--- src/hw/mem_bus_pkg.sv ---
package mem_bus_pkg;

    // bus widths
    localparam int xlen   = 32;
    localparam int data_w = 64;
    localparam int tag_w  = 4;

    // addresses are byte addresses of 8-byte words
    localparam int byte_off_w = 3;

    // memory model
    localparam int mem_latency = 8;   // accept to data return
    localparam int mem_words   = 256;
    localparam int mem_aw      = $clog2(mem_words);

    // cache geometry, both direct-mapped with one word per line
    localparam int icache_lines = 16;
    localparam int icache_iw    = $clog2(icache_lines);
    localparam int icache_tw    = xlen - byte_off_w - icache_iw;
    localparam int dcache_lines = 16;
    localparam int dcache_iw    = $clog2(dcache_lines);
    localparam int dcache_tw    = xlen - byte_off_w - dcache_iw;

    typedef enum logic [1:0] {
        bus_none  = 2'h0,
        bus_load  = 2'h1,
        bus_store = 2'h2
    } bus_cmd_t;

    // shared by both cache FSMs
    typedef enum logic [1:0] {
        cache_idle,
        cache_issue,   // command on the bus until a nonzero response
        cache_wait,    // load accepted, watching for the saved tag
        cache_done     // answer to the processor
    } cache_state_t;

endpackage

--- src/hw/icache.sv ---
`timescale 1ns/1ps

module icache (
    input  logic                           clock,
    input  logic                           rst_n,

    // processor side, request held until valid
    input  logic [mem_bus_pkg::xlen-1:0]   proc2Icache_addr,
    input  logic                           proc2Icache_req,
    output logic [mem_bus_pkg::data_w-1:0] Icache2proc_data,
    output logic                           Icache2proc_valid,

    // controller side
    output mem_bus_pkg::bus_cmd_t          Icache2ctrl_command,
    output logic [mem_bus_pkg::xlen-1:0]   Icache2ctrl_addr,
    input  logic [mem_bus_pkg::tag_w-1:0]  ctrl2Icache_response,
    input  logic [mem_bus_pkg::data_w-1:0] ctrl2Icache_data,
    input  logic [mem_bus_pkg::tag_w-1:0]  ctrl2Icache_tag
);
    import mem_bus_pkg::*;

    // line storage
    logic [icache_tw-1:0]    tag_mem  [icache_lines];
    logic [data_w-1:0]       data_mem [icache_lines];
    logic [icache_lines-1:0] valid_mem;

    cache_state_t         state;
    logic [tag_w-1:0]     wait_tag;   // response tag of the outstanding miss
    logic [data_w-1:0]    out_data;
    logic [icache_iw-1:0] idx;
    logic [icache_tw-1:0] addr_tag;
    logic                 hit;
    logic                 accepted;
    logic                 fill;

    assign idx      = proc2Icache_addr[byte_off_w +: icache_iw];
    assign addr_tag = proc2Icache_addr[xlen-1 -: icache_tw];
    assign hit      = valid_mem[idx] && (tag_mem[idx] == addr_tag);
    assign accepted = (state == cache_issue) && (ctrl2Icache_response != '0);
    assign fill     = (state == cache_wait) && (ctrl2Icache_tag == wait_tag);

    assign Icache2ctrl_command = (state == cache_issue) ? bus_load : bus_none;
    assign Icache2ctrl_addr    = {proc2Icache_addr[xlen-1:byte_off_w], {byte_off_w{1'b0}}};
    assign Icache2proc_valid   = (state == cache_done);
    assign Icache2proc_data    = out_data;

    always_ff @(posedge clock or negedge rst_n) begin
        if (!rst_n) begin
            state     <= cache_idle;
            wait_tag  <= '0;
            valid_mem <= '0;
        end else begin
            case (state)
                cache_idle: begin
                    if (proc2Icache_req) begin
                        state <= hit ? cache_done : cache_issue;
                    end
                end
                cache_issue: begin
                    if (accepted) begin   // otherwise retry next cycle
                        wait_tag <= ctrl2Icache_response;
                        state    <= cache_wait;
                    end
                end
                cache_wait: begin
                    if (fill) begin
                        valid_mem[idx] <= 1'b1;
                        state          <= cache_done;
                    end
                end
                default: begin
                    state <= cache_idle;  // one cycle of valid
                end
            endcase
        end
    end

    // line and answer payload
    always_ff @(posedge clock) begin
        if (state == cache_idle && proc2Icache_req && hit) begin
            out_data <= data_mem[idx];
        end
        if (fill) begin
            tag_mem[idx]  <= addr_tag;
            data_mem[idx] <= ctrl2Icache_data;
            out_data      <= ctrl2Icache_data;
        end
    end

endmodule

--- config.mk ---
export PLATFORM = sky130hd
export DESIGN_NAME = icache
export DESIGN_NICKNAME = d
export VERILOG_FILES = /design/src/hw/mem_bus_pkg.sv /design/src/hw/icache.sv
export SDC_FILE = /design/constraint.sdc
export NUM_CORES = 1
export LEC_CHECK = 0
export BUFFER_PORTS_ARGS = -buffer_cell sky130_fd_sc_hd__buf_2
export CAP_MARGIN = 0
export CORE_UTILIZATION = 25
export CTS_BUF_LIST = sky130_fd_sc_hd__clkbuf_8
export CTS_CLUSTER_DIAMETER = 100
export DETAILED_ROUTE_END_ITERATION = 6
export PLACE_DENSITY = 0.49
export REMOVE_ABC_BUFFERS = 1
export SETUP_SLACK_MARGIN = 0.15
export SYNTH_ARGS = -nofsm -noshare
export SYNTH_HDL_FRONTEND = slang
export SYNTH_SLANG_ARGS = --single-unit
--- constraint.sdc ---
create_clock -name clock -period 11.9 [get_ports clock]
set_input_delay 0.595 -clock clock [delete_from_list [all_inputs] [get_ports clock]]
set_output_delay 0.595 -clock clock [all_outputs]
set_load 0.01 [all_outputs]
# [Yosys cells after proc, flatten, opt, wreduce, memory -nomap -nowiden]
# Memories as Yosys holds them, arrays and structs flattened. A register that Yosys moved wholly into a read port is not among the register bits.
# Index checks and enable logic that the tools add are counted.
[op_classes] add_sub_neg=0 multipliers=0 div=0 order_cmp=2 eq_ne=8 n_shift=0 mux=12 n_bitwise=1 reduce_logical=12
[ops] operator="25-bit equality test" count=1
[ops] operator="16-bit OR" count=1
[ops] operator="2-bit two-way mux" count=4
[ops] operator="1-bit logical AND" count=6
[ops] operator="2-bit != test, second input constant" count=3
[ops] operator="2-bit one-hot mux with 3 select lines" count=1
[ops] operator="4-bit by 5-bit less-than comparator with 1-bit output, second input constant" count=1
[ops] operator="1-bit two-way mux" count=5
[ops] operator="1-bit binary-select mux with 4-bit select" count=1
[ops] operator="1-bit demux with 4-bit select" count=1
[ops] operator="2-bit equality test, second input constant" count=2
[ops] operator="4-bit equality test" count=1
[ops] operator="4-bit by 1-bit greater-or-equal comparator with 1-bit output, second input constant" count=1
[ops] operator="2-bit AND reduction" count=2
[ops] operator="4-bit nonzero test" count=1
[ops] operator="3-bit AND reduction" count=1
[ops] operator="2-bit by 1-bit equality test with 1-bit output, second input constant" count=1
[ops] operator="2-bit zero test" count=1
[ops] operator="2-bit nonzero test" count=1
[totals] register_bits=22 latchBits=0 ramBits=1424 romBits=0 input_bits=107 out_inout_bits=99 wordCells=40 n_memories=2
[mem_list] name="data_mem" words=16 word_bits=64 rd=1 rd_ports_with_merged_regs=1 wr=1 line_no="icache.sv:24" rtl="logic [data_w-1:0] data_mem [icache_lines];"
[mem_list] name="tag_mem" words=16 word_bits=25 rd=1 rd_ports_with_merged_regs=0 wr=1 line_no="icache.sv:23" rtl="logic [icache_tw-1:0] tag_mem [icache_lines];"

# [Depth between registers and ports, before layout]
# Gate-level depths: netlist of the first run.
[depth] depth_word=6 mapped_depth=12

# [Least setup slack after synthesis of the first run]
# OpenSTA, ideal clock, no wires.
[synth_path] path_kind="input to register" from="in proc2Icache_addr[4] (netlist name)" to="reg valid_mem[3]" setup_time_ps=103 t_arrival_ps=8539 required_ps=11797 setup_slack_ps=3258 cell_stages=8 n_path_buf=5 path_cell_list="buf_2 buf_4 buf_4 buf_2 buf_2 nand4_1 nor3_1 or2_2"
[synth_via] elab_chain_len=5
[synth_lines] element="start: declaration" line_no="icache.sv:8" rtl="input logic [mem_bus_pkg::xlen-1:0] proc2Icache_addr,"
[synth_lines] element="4-bit by 5-bit less-than comparator with 1-bit output (not written as such) or 4-bit by 1-bit greater-or-equal comparator with 1-bit output (tied branches)" line_no="icache.sv:67" rtl="valid_mem[idx] <= 1'b1;"
[synth_lines] element="1-bit logical AND (not written as such)" line_no="icache.sv:67"
[synth_lines] element="1-bit two-way mux (not written as such)" line_no="icache.sv:67"
[synth_lines] element="1-bit demux with 4-bit select (*)" line_no="icache.sv:67"
[synth_lines] element="16-bit OR (no line) (*)"
[synth_lines] element="end signal: assignment" line_no="icache.sv:51" rtl="valid_mem <= '0;"
[synth_lines] element="end signal: indexed assignment" line_no="icache.sv:67"
[synth_lines] element="end: declaration" line_no="icache.sv:25" rtl="logic [icache_lines-1:0] valid_mem;"
# Mark *: on every way between the ends. The rest lies on a longest branch, timed or not.
# A chain may end at the register's enable or synchronous reset.

# [Final worst setup path of the first run]
[layout_path] from="in proc2Icache_addr[4] (netlist name)" to="reg out_data[18] (netlist: Icache2proc_data[18]), read port of data_mem (enable)"
[layout_via] elab_chain_len=5
[layout_lines] element="memory 16 x 25 bit or 1-bit binary-select mux with 4-bit select (tied branches)"
[layout_lines] element="25-bit equality test or 1-bit two-way mux (tied branches)" line_no="icache.sv:38" rtl="assign hit = valid_mem[idx] && (tag_mem[idx] == addr_tag);"
[layout_lines] element="1-bit logical AND" line_no="icache.sv:38"
[layout_lines] element="1-bit logical AND" line_no="icache.sv:80" rtl="if (state == cache_idle && proc2Icache_req && hit) begin"
[layout_lines] element="2-bit nonzero test (no line)"
[layout_lines] element="end: declaration" line_no="icache.sv:29" rtl="logic [data_w-1:0] out_data;"
# Several ways; a longest one is shown, not always the timed one. The select of a mux whose other input is x is not followed.

==> flow_metrics.py, run 1 <==
metrics = {
    "critical_path": {
        "startpoint_type": "input pin",
        "cp_slowest_cell": "buf_4",
        "path_max_fanout": 65,
        "worstReg2RegStart": "wait_tag[1]",
        "crit_type": "input pin to flip-flop",
        "cp-startpoint": "proc2Icache_addr[4]",
        "worstPathCellList": "buf_8 > buf_4 > mux4_2 > mux2i_1 > nor2_1 > a2111oi_2 > nor4b_2 > o2111ai_1 > nor4_2 > a22o_4 > buf_4",
        "r2r_end": "data_mem[10][0]",
        "cp-end-kind": "flip-flop",
        "critPathRequiredTime_ns": 12.46,
        "crit_arrival_ns": 6.19,
        "endpoint": "Icache2proc_data[18]",
        "slowest_delay_ns": 0.77,
        "r2r_setup_slack_ns": 6.76,
        "worst-r2r-cell-count": 8,
        "crit_top_cell": "buf_4",
    },
    "clock_network": {
        "cts_buffer_depth": 4,
        "root_buffer": "clkbuf_8",
        "worstSkewPairLatency_ns": 0.99,
        "ctsResizeCount": 0,
        "cts_buffers": 283,
        "clk_pin_slew_ns": 0.06,
        "clkSinkCount": 1510,
        "cts_htree_levels": 5,
        "cts_tree": "built",
    },
    "yosys": {
        "ys_types": 52,
        "syn_area_per_cell_sq_um": 24.34,
        "yosysWarnings": 0,
        "postSynthCellCount": 2389,
        "synth_seq_cells": 1510,
        "ys_seq_area_share_pct": 77.78,
        "synth_ff_type": "edfxtp_1",
        "async_reset_ff_share_pct": 1.457,
        "synth_edf_count": 1488,
        "synth_area_sq_mm": 0.05815,
    },
    "power_and_ir_drop": {
        "p_leak_nw": 21.76,
        "ir_drop_uv": 108.0,
        "p_sw_w": 0.002517,
        "sequentialPowerShare_pct": 53.7,
        "powerDensity_mw_per_mm2": 161.9,
        "p_comb_share_pct": 6.2,
        "total_power_w": 0.01109,
        "internal-power_w": 0.008576,
        "pwr-share-clk_pct": 40.1,
        "p_sw_share_pct": 22.69,
    },
    "layout": {
        "final_common_cell": "edfxtp_1",
        "fin_util_pct": 29.71,
        "area_growth_pct": 17.80,
        "finalInstanceArea_sq_mm": 0.06850,
        "fin_nets": 2990,
        "mostFrequentLayoutCells": "edfxtp_1, mux4_2, clkbuf_8, buf_2, inv_1",
        "fin_cells": 6092,
        "drive_gt1_share_pct": 36.33,
    },
    "grt": {
        "track_usage_pct": 12.45,
        "grt_overflow": 0,
        "antenna_found_initial": 12,
        "grt_pass1_vias": 29028,
        "grt_pass1_wl_um": 211800,
        "grt_max_degree": 107,
    },
    "job": {
        "maxCapViolCount": 0,
    },
    "sta": {
        "slew_viol_final": 0,
        "slew_headroom_pct": 29.80,
        "fin_crit_ns": 5.637,
        "final-setup-viol-count": 0,
        "tns_ns": 0,
        "fmax_mhz": 177.4,
        "worst_slew_pin_slew_ns": 1.053,
        "finalHoldViolations": 0,
        "rsz0062_at_grt": "no",
        "fin_crit_sh_pct": 47.37,
        "skew_ns": 0.06631,
    },
    "die": {
        "die_area_sq_mm": 0.2345,
        "rows": 176,
        "initial_utilization_pct": 25.22,
        "coreArea_sq_mm": 0.2306,
        "die_w_um": 484.3,
        "die_h_um": 484.3,
        "pin_count": 206,
    },
    "placed_design": {
        "dp.cells": 5531,
        "post_dp_cell_area_sq_mm": 0.06275,
        "place.gp.congestion": 0.6933,
        "portBuffers": 198,
        "hpwl_um": 73730,
    },
    "routing": {
        "viasPerCell": 4.392,
        "postRouteAntennaNets": 0,
        "drc": 0,
        "vias": 26759,
        "wire_per_inst_um": 24.09,
        "routed_wirelength_um": 146700,
        "drt-pass1-iter-count": 5,
        "drt_iter0_drc": 1875,
    },
    "run_status": {
        "status": "finished, final reports clean",
    },
    "worst_hold_path": {
        "worstHoldPathType": "input pin to flip-flop",
    },
}
-- what timing repair did --
item,CTS,global route
setup buffers,0,0
hold buffers,89,0
endpoints found under the hold margin,1246,0
-- worst max-delay path: cells and delay by family --
family	cells	cell delay, ns
buffers and inverters	3	1.82
AOI/OAI and AO/OA	3	1.38
and+or+nand+nor	3	1.14
muxes	2	0.89
-- logic make-up after synthesis --
| group | after synthesis | share of synthesized area (%) |
|---|---|---|
| buf+inv | 157 | 1.584 |
| xor+xnor | 29 | 0.4368 |
| flops | 1510 | 77.78 |
| mux | 537 | 18.55 |
| other cells | 1 | 0.006449 |
| fa+ha+maj | 4 | 0.08607 |
| compound gates | 54 | 0.6778 |
| simple gates | 97 | 0.8714 |
-- final cells by class --
type | count | area, sq um
antenna | 5 | 12.51
clock buffer | 294 | 4046
clock inverter | 173 | 803.3
fill | 22267 | 162100
inverter | 10 | 37.54
multi-input combinational | 725 | 12140
sequential | 1510 | 45230
tap | 3026 | 3786
timing repair buffer | 349 | 2449
-- sequential cells by signal (all words and copies together) (netlist names) --
register,count
valid_mem,16
wait_tag,4
Icache2proc_data,64
state,2
data_mem,1024
tag_mem,400
-- stage by stage --
stage          worst slack (ns)  hold slack, ns
2_1_floorplan             1.992          0.2994
3_3_place_gp              5.205          0.4460
3_5_place_dp              5.143          0.4465
4_1_cts                   6.226        0.002702
5_1_grt                   5.969         0.05740
6_report                  6.263          0.1468
-- power by group through the flow --
stage / Clock, W / Combinational (W) / Sequential [W]
6_report: 0.00445 / 0.000687 / 0.00595
5_1_grt: 0.00485 / 0.000750 / 0.00596
4_1_cts: 0.00462 / 0.000710 / 0.00595
3_5_place_dp: 0 / 0.000681 / 0.00606
3_3_place_gp: 0 / 0.000675 / 0.00606
2_1_floorplan: 0 / 0.000327 / 0.00607
-- worst min path at each step --
stage,from,end,slack (ns),depth (start not counted)
floorplan,rst_n,state[0],0.30,0
global placement,valid_mem[8],valid_mem[8],0.45,1
detailed placement,valid_mem[6],valid_mem[6],0.45,1
CTS,proc2Icache_addr[13],tag_mem[7][6],0.003,1
global route,proc2Icache_addr[13],tag_mem[4][6],0.06,1
finish,proc2Icache_addr[22],tag_mem[15][15],0.15,1
-- layer usage --
| layer | vias up | track usage [%] | wire length [um] |
|---|---|---|---|
| met5 | - | 0 | 36 |
| met4 | 6 | 3.396 | 2735 |
| met3 | 220 | 2.669 | 6896 |
| met2 | 698 | 19.85 | 69710 |
| met1 | 14599 | 17.09 | 67360 |
| li1 | 11236 | - | - |
-- cell usage after synthesis (11+ instances only) --
| master | instances | area share (%) |
|---|---|---|
| mux2i_1 | 41 | 0.71 |
| buf_2 | 55 | 0.47 |
| clkbuf_1 | 23 | 0.15 |
| edfxtp_1 | 1488 | 77 |
| xor2_1 | 14 | 0.21 |
| dfrtp_1 | 22 | 0.95 |
| mux4_2 | 419 | 16 |
| nor2_1 | 22 | 0.14 |
| buf_6 | 11 | 0.21 |
| nand2_1 | 21 | 0.14 |
| xnor2_1 | 15 | 0.23 |
| or2_2 | 20 | 0.22 |
| mux2_2 | 72 | 1.4 |
| buf_4 | 48 | 0.62 |
Note: power is estimated with default switching activity, not from simulation.
==> run 2: changes to the inputs <==
==> constraint.sdc (replaced) <==
create_clock -name clock -period 5.5 [get_ports clock]
set_input_delay 0.275 -clock clock [delete_from_list [all_inputs] [get_ports clock]]
set_output_delay 0.275 -clock clock [all_outputs]
set_load 0.01 [all_outputs]
==> run 2 against run 1 <==
Compared with the run above: combinational power rose by 120%; critical endpoint is now Icache2proc_data[54]; first-iteration DRC count rose by 15%; setup slack got worse by 4.9 ns; routed wire length rose by 1.0%; die area did not move; global-route usage rose by 0.19 points; clock power rose by 120%; clock skew rose by 0.032 ns; sequential share of layout area fell by 0.48 points; non-clock buffer count rose by 30; critical path depth fell by 2.
==> flow_metrics.py, run 2 (synthesis results as in run 1) <==
metrics = {
    "run_status": {
        "status": "finished, final reports clean",
    },
    "layout": {
        "drive_gt1_share_pct": 36.91,
        "final_common_cell": "edfxtp_1",
        "fill_cells": 22241,
        "seqCellArea_sq_mm": 0.04523,
        "finalInstanceArea_sq_mm": 0.06900,
        "largest_register_ff_count": 1024,
        "fin_cells": 6123,
        "top_register": "data_mem",
        "mostFrequentLayoutCells": "edfxtp_1, mux4_2, clkbuf_8, buf_2, dlygate4sd3_1",
        "fin_nets": 3024,
        "area_growth_pct": 18.66,
        "multiInputGateArea_sq_mm": 0.01214,
    },
    "clock_network": {
        "clkSinkCount": 1510,
        "cts_buffer_depth": 4,
        "cts_tree": "built",
        "cts_htree_levels": 5,
        "ctsResizeCount": 0,
        "worstSkewPairLatency_ns": 1.02,
        "clk_pin_slew_ns": 0.06,
        "cts_buffers": 287,
        "root_buffer": "clkbuf_8",
    },
    "sta": {
        "skew_ns": 0.09789,
        "slew_headroom_pct": 24.99,
        "final-setup-viol-count": 0,
        "rsz0062_at_grt": "no",
        "fin_crit_sh_pct": 75.90,
        "finalHoldViolations": 0,
        "fmax_mhz": 239.6,
        "slew_viol_final": 0,
        "worst_slew_pin_slew_ns": 1.125,
        "whs_ns": 0.2099,
        "fin_crit_ns": 4.174,
    },
    "critical_path": {
        "crit_type": "flip-flop to flip-flop",
        "startpoint_type": "flip-flop",
        "r2r_end": "Icache2proc_data[54]",
        "cp_slowest_cell": "nor4_2",
        "r2r_setup_slack_ns": 1.33,
        "worstReg2RegStart": "tag_mem[10][5]",
        "cp-end-kind": "flip-flop",
        "worst-r2r-cell-count": 9,
        "slowest_delay_ns": 0.62,
        "worstPathCellList": "mux4_2 > mux2i_1 > nor2_1 > a2111oi_2 > nor4b_2 > o2111ai_1 > nor4_2 > a22o_4 > buf_12",
        "endpoint": "Icache2proc_data[54]",
        "path_max_fanout": 38,
        "path_depth": 9,
        "crit_arrival_ns": 4.80,
        "cp-startpoint": "tag_mem[10][5]",
        "cp_num_buf_inv": 1,
        "critPathRequiredTime_ns": 6.12,
        "critPathTopFamily": "compound AO/OA/AOI/OAI gates",
    },
    "grt": {
        "track_usage_pct": 12.65,
        "grt_overflow": 0,
        "grt_pass1_wl_um": 214600,
        "antenna_found_initial": 15,
        "grt_max_degree": 93,
        "grt_pass1_vias": 29240,
    },
    "worst_hold_path": {
        "worstHoldPathType": "input pin to flip-flop",
    },
    "routing": {
        "viasPerCell": 4.404,
        "drc": 0,
        "drt-pass1-iter-count": 5,
        "wire_per_inst_um": 24.21,
        "postRouteAntennaNets": 0,
        "routed_wirelength_um": 148200,
        "drt_iter0_drc": 2161,
        "vias": 26964,
    },
    "die": {
        "die_w_um": 484.3,
        "pin_count": 206,
        "rows": 176,
        "coreArea_sq_mm": 0.2306,
        "die_area_sq_mm": 0.2345,
        "die_h_um": 484.3,
        "initial_utilization_pct": 25.22,
    },
    "placed_design": {
        "place.gp.congestion": 0.6827,
        "dp.cells": 5546,
        "post_dp_cell_area_sq_mm": 0.06309,
        "hpwl_um": 75480,
        "portBuffers": 198,
    },
    "power_and_ir_drop": {
        "p_leak_nw": 21.93,
        "powerDensity_mw_per_mm2": 348.1,
        "ir_drop_uv": 210.5,
    },
    "job": {
        "maxCapViolCount": 0,
    },
}
-- run 2: changes by cell type in the layout (fill, tap and decap cells not counted) --
cell	delta
buf_12	+19
dlygate4sd3_1	+14
clkinv_2	+11
inv_1	-9
clkinv_1	-4
buf_4	-3
clkinvlp_4	+3
bufinv_16	-1
diode_2	+1
-- run 2: report_power, final --
part / total (W) / switching, W / internal (W)
Sequential: 0.0129 / 0.0000562 / 0.0128
Clock: 0.00960 / 0.00455 / 0.00505
Combinational: 0.00154 / 0.000858 / 0.000684
Total: 0.0240 / 0.00546 / 0.0186
-- run 2: timing repair --
| item | CTS | global route |
|---|---|---|
| hold endpoints to repair | 1517 | 0 |
| hold buffers | 104 | 0 |
| buffers inserted | 0 | 0 |
-- run 2: per-layer routing --
metal	GRT usage (%)	part of all wire, %	vias to the layer above
li1	-	-	11305
met1	17.22	46	14758
met2	20.46	48	680
met3	2.581	4.5	217
met4	3.321	1.8	4
met5	0	0.018	-
-- run 2: how the worst min path moves through the flow --
| stage | from | slack (ns) | depth (start not counted) | endpoint |
|---|---|---|---|---|
| floorplan | rst_n | -0.02 | 0 | state[0] |
| global placement | rst_n | 0.30 | 1 | wait_tag[3] |
| detailed placement | rst_n | 0.31 | 1 | wait_tag[3] |
| CTS | ctrl2Icache_data[32] | 0.09 | 2 | data_mem[5][32] |
| global route | ctrl2Icache_data[45] | 0.15 | 2 | data_mem[6][45] |
| finish | ctrl2Icache_data[32] | 0.21 | 2 | data_mem[5][32] |
-- run 2: cell type report --
cell class | count | share of cell area (%)
antenna | 6 | 0.02176
clock buffer | 294 | 5.864
clock inverter | 173 | 1.162
inverter | 10 | 0.05440
multi-input combinational | 725 | 17.59
sequential | 1510 | 65.55
tap | 3026 | 5.487
timing repair buffer | 379 | 4.270
-- run 2: stage by stage --
| stage | setup WS, ns | total power, W | utilization [%] | TNS [ns] |
|---|---|---|---|---|
| floorplan | -4.204 | 0.01383 | - | -2703.77 |
| global route | 1.130 | 0.02500 | 29.92 | 0 |
| finish | 1.326 | 0.02402 | 29.93 | 0 |
| global placement | 0.7072 | 0.01460 | 27.36 | 0 |
| CTS | 1.243 | 0.02442 | 29.92 | 0 |
| detailed placement | 0.6941 | 0.01462 | 27.36 | 0 |
==> run 3: changes to the inputs <==
--- a/config.mk
+++ b/config.mk
@@ -5,13 +5,14 @@
 export SDC_FILE = /design/constraint.sdc
 export NUM_CORES = 1
 export LEC_CHECK = 0
+export ABC_AREA = 1
 export BUFFER_PORTS_ARGS = -buffer_cell sky130_fd_sc_hd__buf_2
 export CAP_MARGIN = 0
 export CORE_UTILIZATION = 25
 export CTS_BUF_LIST = sky130_fd_sc_hd__clkbuf_8
 export CTS_CLUSTER_DIAMETER = 100
 export DETAILED_ROUTE_END_ITERATION = 6
-export PLACE_DENSITY = 0.49
+export PLACE_DENSITY = 0.5
 export REMOVE_ABC_BUFFERS = 1
 export SETUP_SLACK_MARGIN = 0.15
 export SYNTH_ARGS = -nofsm -noshare
==> constraint.sdc (replaced) <==
create_clock -name clock -period 3.5 [get_ports clock]
set_input_delay 0.175 -clock clock [delete_from_list [all_inputs] [get_ports clock]]
set_output_delay 0.175 -clock clock [all_outputs]
set_load 0.01 [all_outputs]
==> run 3 against run 2 <==
Compared with the run above: clock power rose by 41%; die area fell by 1.2%; hold slack got worse by 0.077 ns; final cell count rose by 24%; critical path depth fell by 2; setup slack got worse by 0.54 ns; utilization rose by 0.23 points; clock-buffer cell count fell by 58; global-route usage rose by 1.3 points; maximum frequency rose by 54%; critical endpoint is now tag_mem[8][21]; highest routed layer unchanged.
==> flow_metrics.py, run 3 <==
metrics = {
    "run_status": {
        "status": "finished, final reports clean",
    },
    "routing": {
        "drt_iter0_drc": 2885,
        "viasPerCell": 4.561,
        "vias": 34657,
        "drc": 0,
        "wire_per_inst_um": 21.64,
        "routed_wirelength_um": 164400,
        "drt-pass1-iter-count": 5,
        "postRouteAntennaNets": 0,
    },
    "critical_path": {
        "startpoint_type": "flip-flop",
        "critPathRequiredTime_ns": 4.05,
        "cp-end-kind": "flip-flop",
        "worst-r2r-cell-count": 7,
        "crit_arrival_ns": 3.27,
        "cp-startpoint": "wait_tag[0]",
        "worstReg2RegStart": "wait_tag[0]",
        "endpoint": "tag_mem[8][21]",
        "worstPathCellList": "xor2_1 > nor2_1 > nand3_4 > inv_2 > nand2_1 > nor2_4 > buf_4",
        "crit_type": "flip-flop to flip-flop",
        "cp_slowest_cell": "buf_4",
        "path_max_fanout": 25,
        "r2r_setup_slack_ns": 0.78,
        "r2r_end": "tag_mem[8][21]",
        "slowest_delay_ns": 0.53,
    },
    "clock_network": {
        "cts_buffer_depth": 3,
        "cts_htree_levels": 4,
        "cts_buffers": 231,
        "cts_hold_buffers": 105,
        "ctsResizeCount": 0,
        "clkSinkCount": 1510,
        "cts_tree": "built",
        "clk_pin_slew_ns": 0.06,
        "post_cts_buffers": 0,
        "worstSkewPairLatency_ns": 0.96,
        "root_buffer": "clkbuf_8",
    },
    "grt": {
        "grt_overflow": 0,
        "globalRouteMet2Util_pct": 21.96,
        "grt_pass1_wl_um": 237300,
        "busiest_layer": "met2",
        "grt_pass1_vias": 33985,
        "grt_util_met1_pct": 19.63,
        "track_usage_pct": 13.91,
        "grt_max_degree": 92,
        "gr-usage-met3_pct": 2.479,
        "antenna_found_initial": 20,
    },
    "placed_design": {
        "place.gp.congestion": 0.7551,
        "portBuffers": 198,
        "hpwl_um": 88790,
    },
    "sta": {
        "tns_ns": 0,
        "finalHoldViolations": 0,
        "fin_crit_sh_pct": 77.64,
        "whs_ns": 0.1324,
        "fmax_mhz": 368.0,
        "rsz0062_at_grt": "no",
        "final-setup-viol-count": 0,
        "slew_viol_final": 0,
        "worst_slew_pin_slew_ns": 0.9721,
        "fin_crit_ns": 2.717,
        "skew_ns": 0.05847,
        "slew_headroom_pct": 35.20,
    },
    "job": {
        "maxCapViolCount": 0,
    },
    "yosys": {
        "ys_top_cells_by_area": "edfxtp_1, nand2_1, a22oi_1",
        "syn_area_per_cell_sq_um": 14.56,
        "synth_edf_count": 1488,
        "async_reset_ff_share_pct": 1.457,
        "synth_area_sq_mm": 0.05744,
        "yosysMostFrequentCell": "edfxtp_1",
        "synth_commonest_cells": "edfxtp_1, nand2_1, a22oi_1, a21oi_1, nor2_1",
        "synth_seq_cells": 1510,
        "postSynthCellCount": 3945,
        "synth_area_leader_cell": "edfxtp_1",
        "yosys.area.top_type_share_pct": 77.79,
        "synth_ff_type": "edfxtp_1",
        "ys_seq_area_share_pct": 78.75,
        "ys_types": 32,
        "yosysWarnings": 0,
    },
    "die": {
        "coreArea_sq_mm": 0.2279,
        "rows": 175,
        "die_w_um": 481.3,
        "pin_count": 206,
        "die_area_sq_mm": 0.2317,
        "initial_utilization_pct": 25.20,
        "die_h_um": 481.3,
    },
    "layout": {
        "seqCellArea_sq_mm": 0.04523,
        "drive_gt1_share_pct": 15.31,
        "fin_nets": 4511,
        "top_register": "data_mem",
        "multiInputGateArea_sq_mm": 0.01101,
        "final_common_cell": "edfxtp_1",
        "mostFrequentLayoutCells": "edfxtp_1, nand2_1, a22oi_1, clkbuf_8, a21oi_1",
        "largest_register_ff_count": 1024,
        "fill_cells": 22712,
        "area_growth_pct": 19.67,
    },
    "power_and_ir_drop": {
        "powerDensity_mw_per_mm2": 525.4,
        "total_power_w": 0.03611,
        "p_leak_nw": 23.46,
        "ir_drop_uv": 380.6,
    },
    "worst_hold_path": {
        "worstHoldPathType": "input pin to flip-flop",
    },
}
[run 3: changes by cell type in the layout (fill, tap and decap cells not counted), sizes merged, moves of 59 or more]
cell,before,now
a21oi,8,201
a22oi,1,500
buf,275,373
clkbuf,295,236
mux2,72,0
mux4,424,0
nand2,21,1061
nor2,22,115
[run 3: area by class of cell]
type,instances,area share [%]
antenna,6,0.02184
clock buffer,236,4.726
clock inverter,181,1.343
inverter,38,0.2275
multi-input combinational,2142,16.02
sequential,1510,65.81
tap,3009,5.477
timing repair buffer,477,6.382
[run 3: worst max-delay path, delay by kind of cell, from the launching register on]
| kind | cells | cell delay (ns) |
|---|---|---|
| buffers and inverters | 2 | 0.72 |
| AND/OR/NAND/NOR | 4 | 1.02 |
| XOR/XNOR | 1 | 0.18 |
| flip-flops | 1 | 0.39 |
[run 3: cell families after synthesis]
family	count (synthesis)	synth area share (%)
other cells	1	0.006529
fa+ha+maj	4	0.08714
simple gates	1272	8.635
buf+inv	296	2.433
xor+xnor	4	0.06099
compound gates	858	10.02
flops	1510	78.75
[run 3: worst min path at each step]
| stage | from | end | slack (ns) | cells after the start |
|---|---|---|---|---|
| 2_1_floorplan | rst_n | state[0] | -0.12 | 0 |
| 3_3_place_gp | rst_n | wait_tag[3] | 0.22 | 1 |
| 3_5_place_dp | rst_n | wait_tag[3] | 0.23 | 1 |
| 4_1_cts | ctrl2Icache_response[3] | wait_tag[3] | 0.004 | 4 |
| 5_1_grt | ctrl2Icache_response[3] | wait_tag[3] | 0.10 | 4 |
| 6_report | proc2Icache_addr[6] | valid_mem[15] | 0.13 | 4 |
[run 3: power breakdown]
| part | internal (W) | switching [W] | leakage [nW] |
|---|---|---|---|
| Combinational | 0.000797 | 0.00166 | 7.36 |
| Clock | 0.00662 | 0.00689 | 2.46 |
| Sequential | 0.0201 | 0.0000686 | 13.6 |
[run 3: metal layers]
layer  wire, um  part of all wire [%]
met5        111                 0.068
met4       2908                   1.8
met3       8983                   5.5
met2      76040                    46
met1      76390                    46
[run 3: per-stage QoR]
step                worst slack (ns)  instances  utilization (%)  area (sq um)
detailed placement            0.1582       7071            27.85         63490
global placement              0.1375       7071            27.85         63490
CTS                           0.7855       7593            30.15         68720
global route                  0.5848       7595            30.15         68730
finish                        0.7826       7599            30.16         68740
floorplan                     -11.78       3690                -         56190
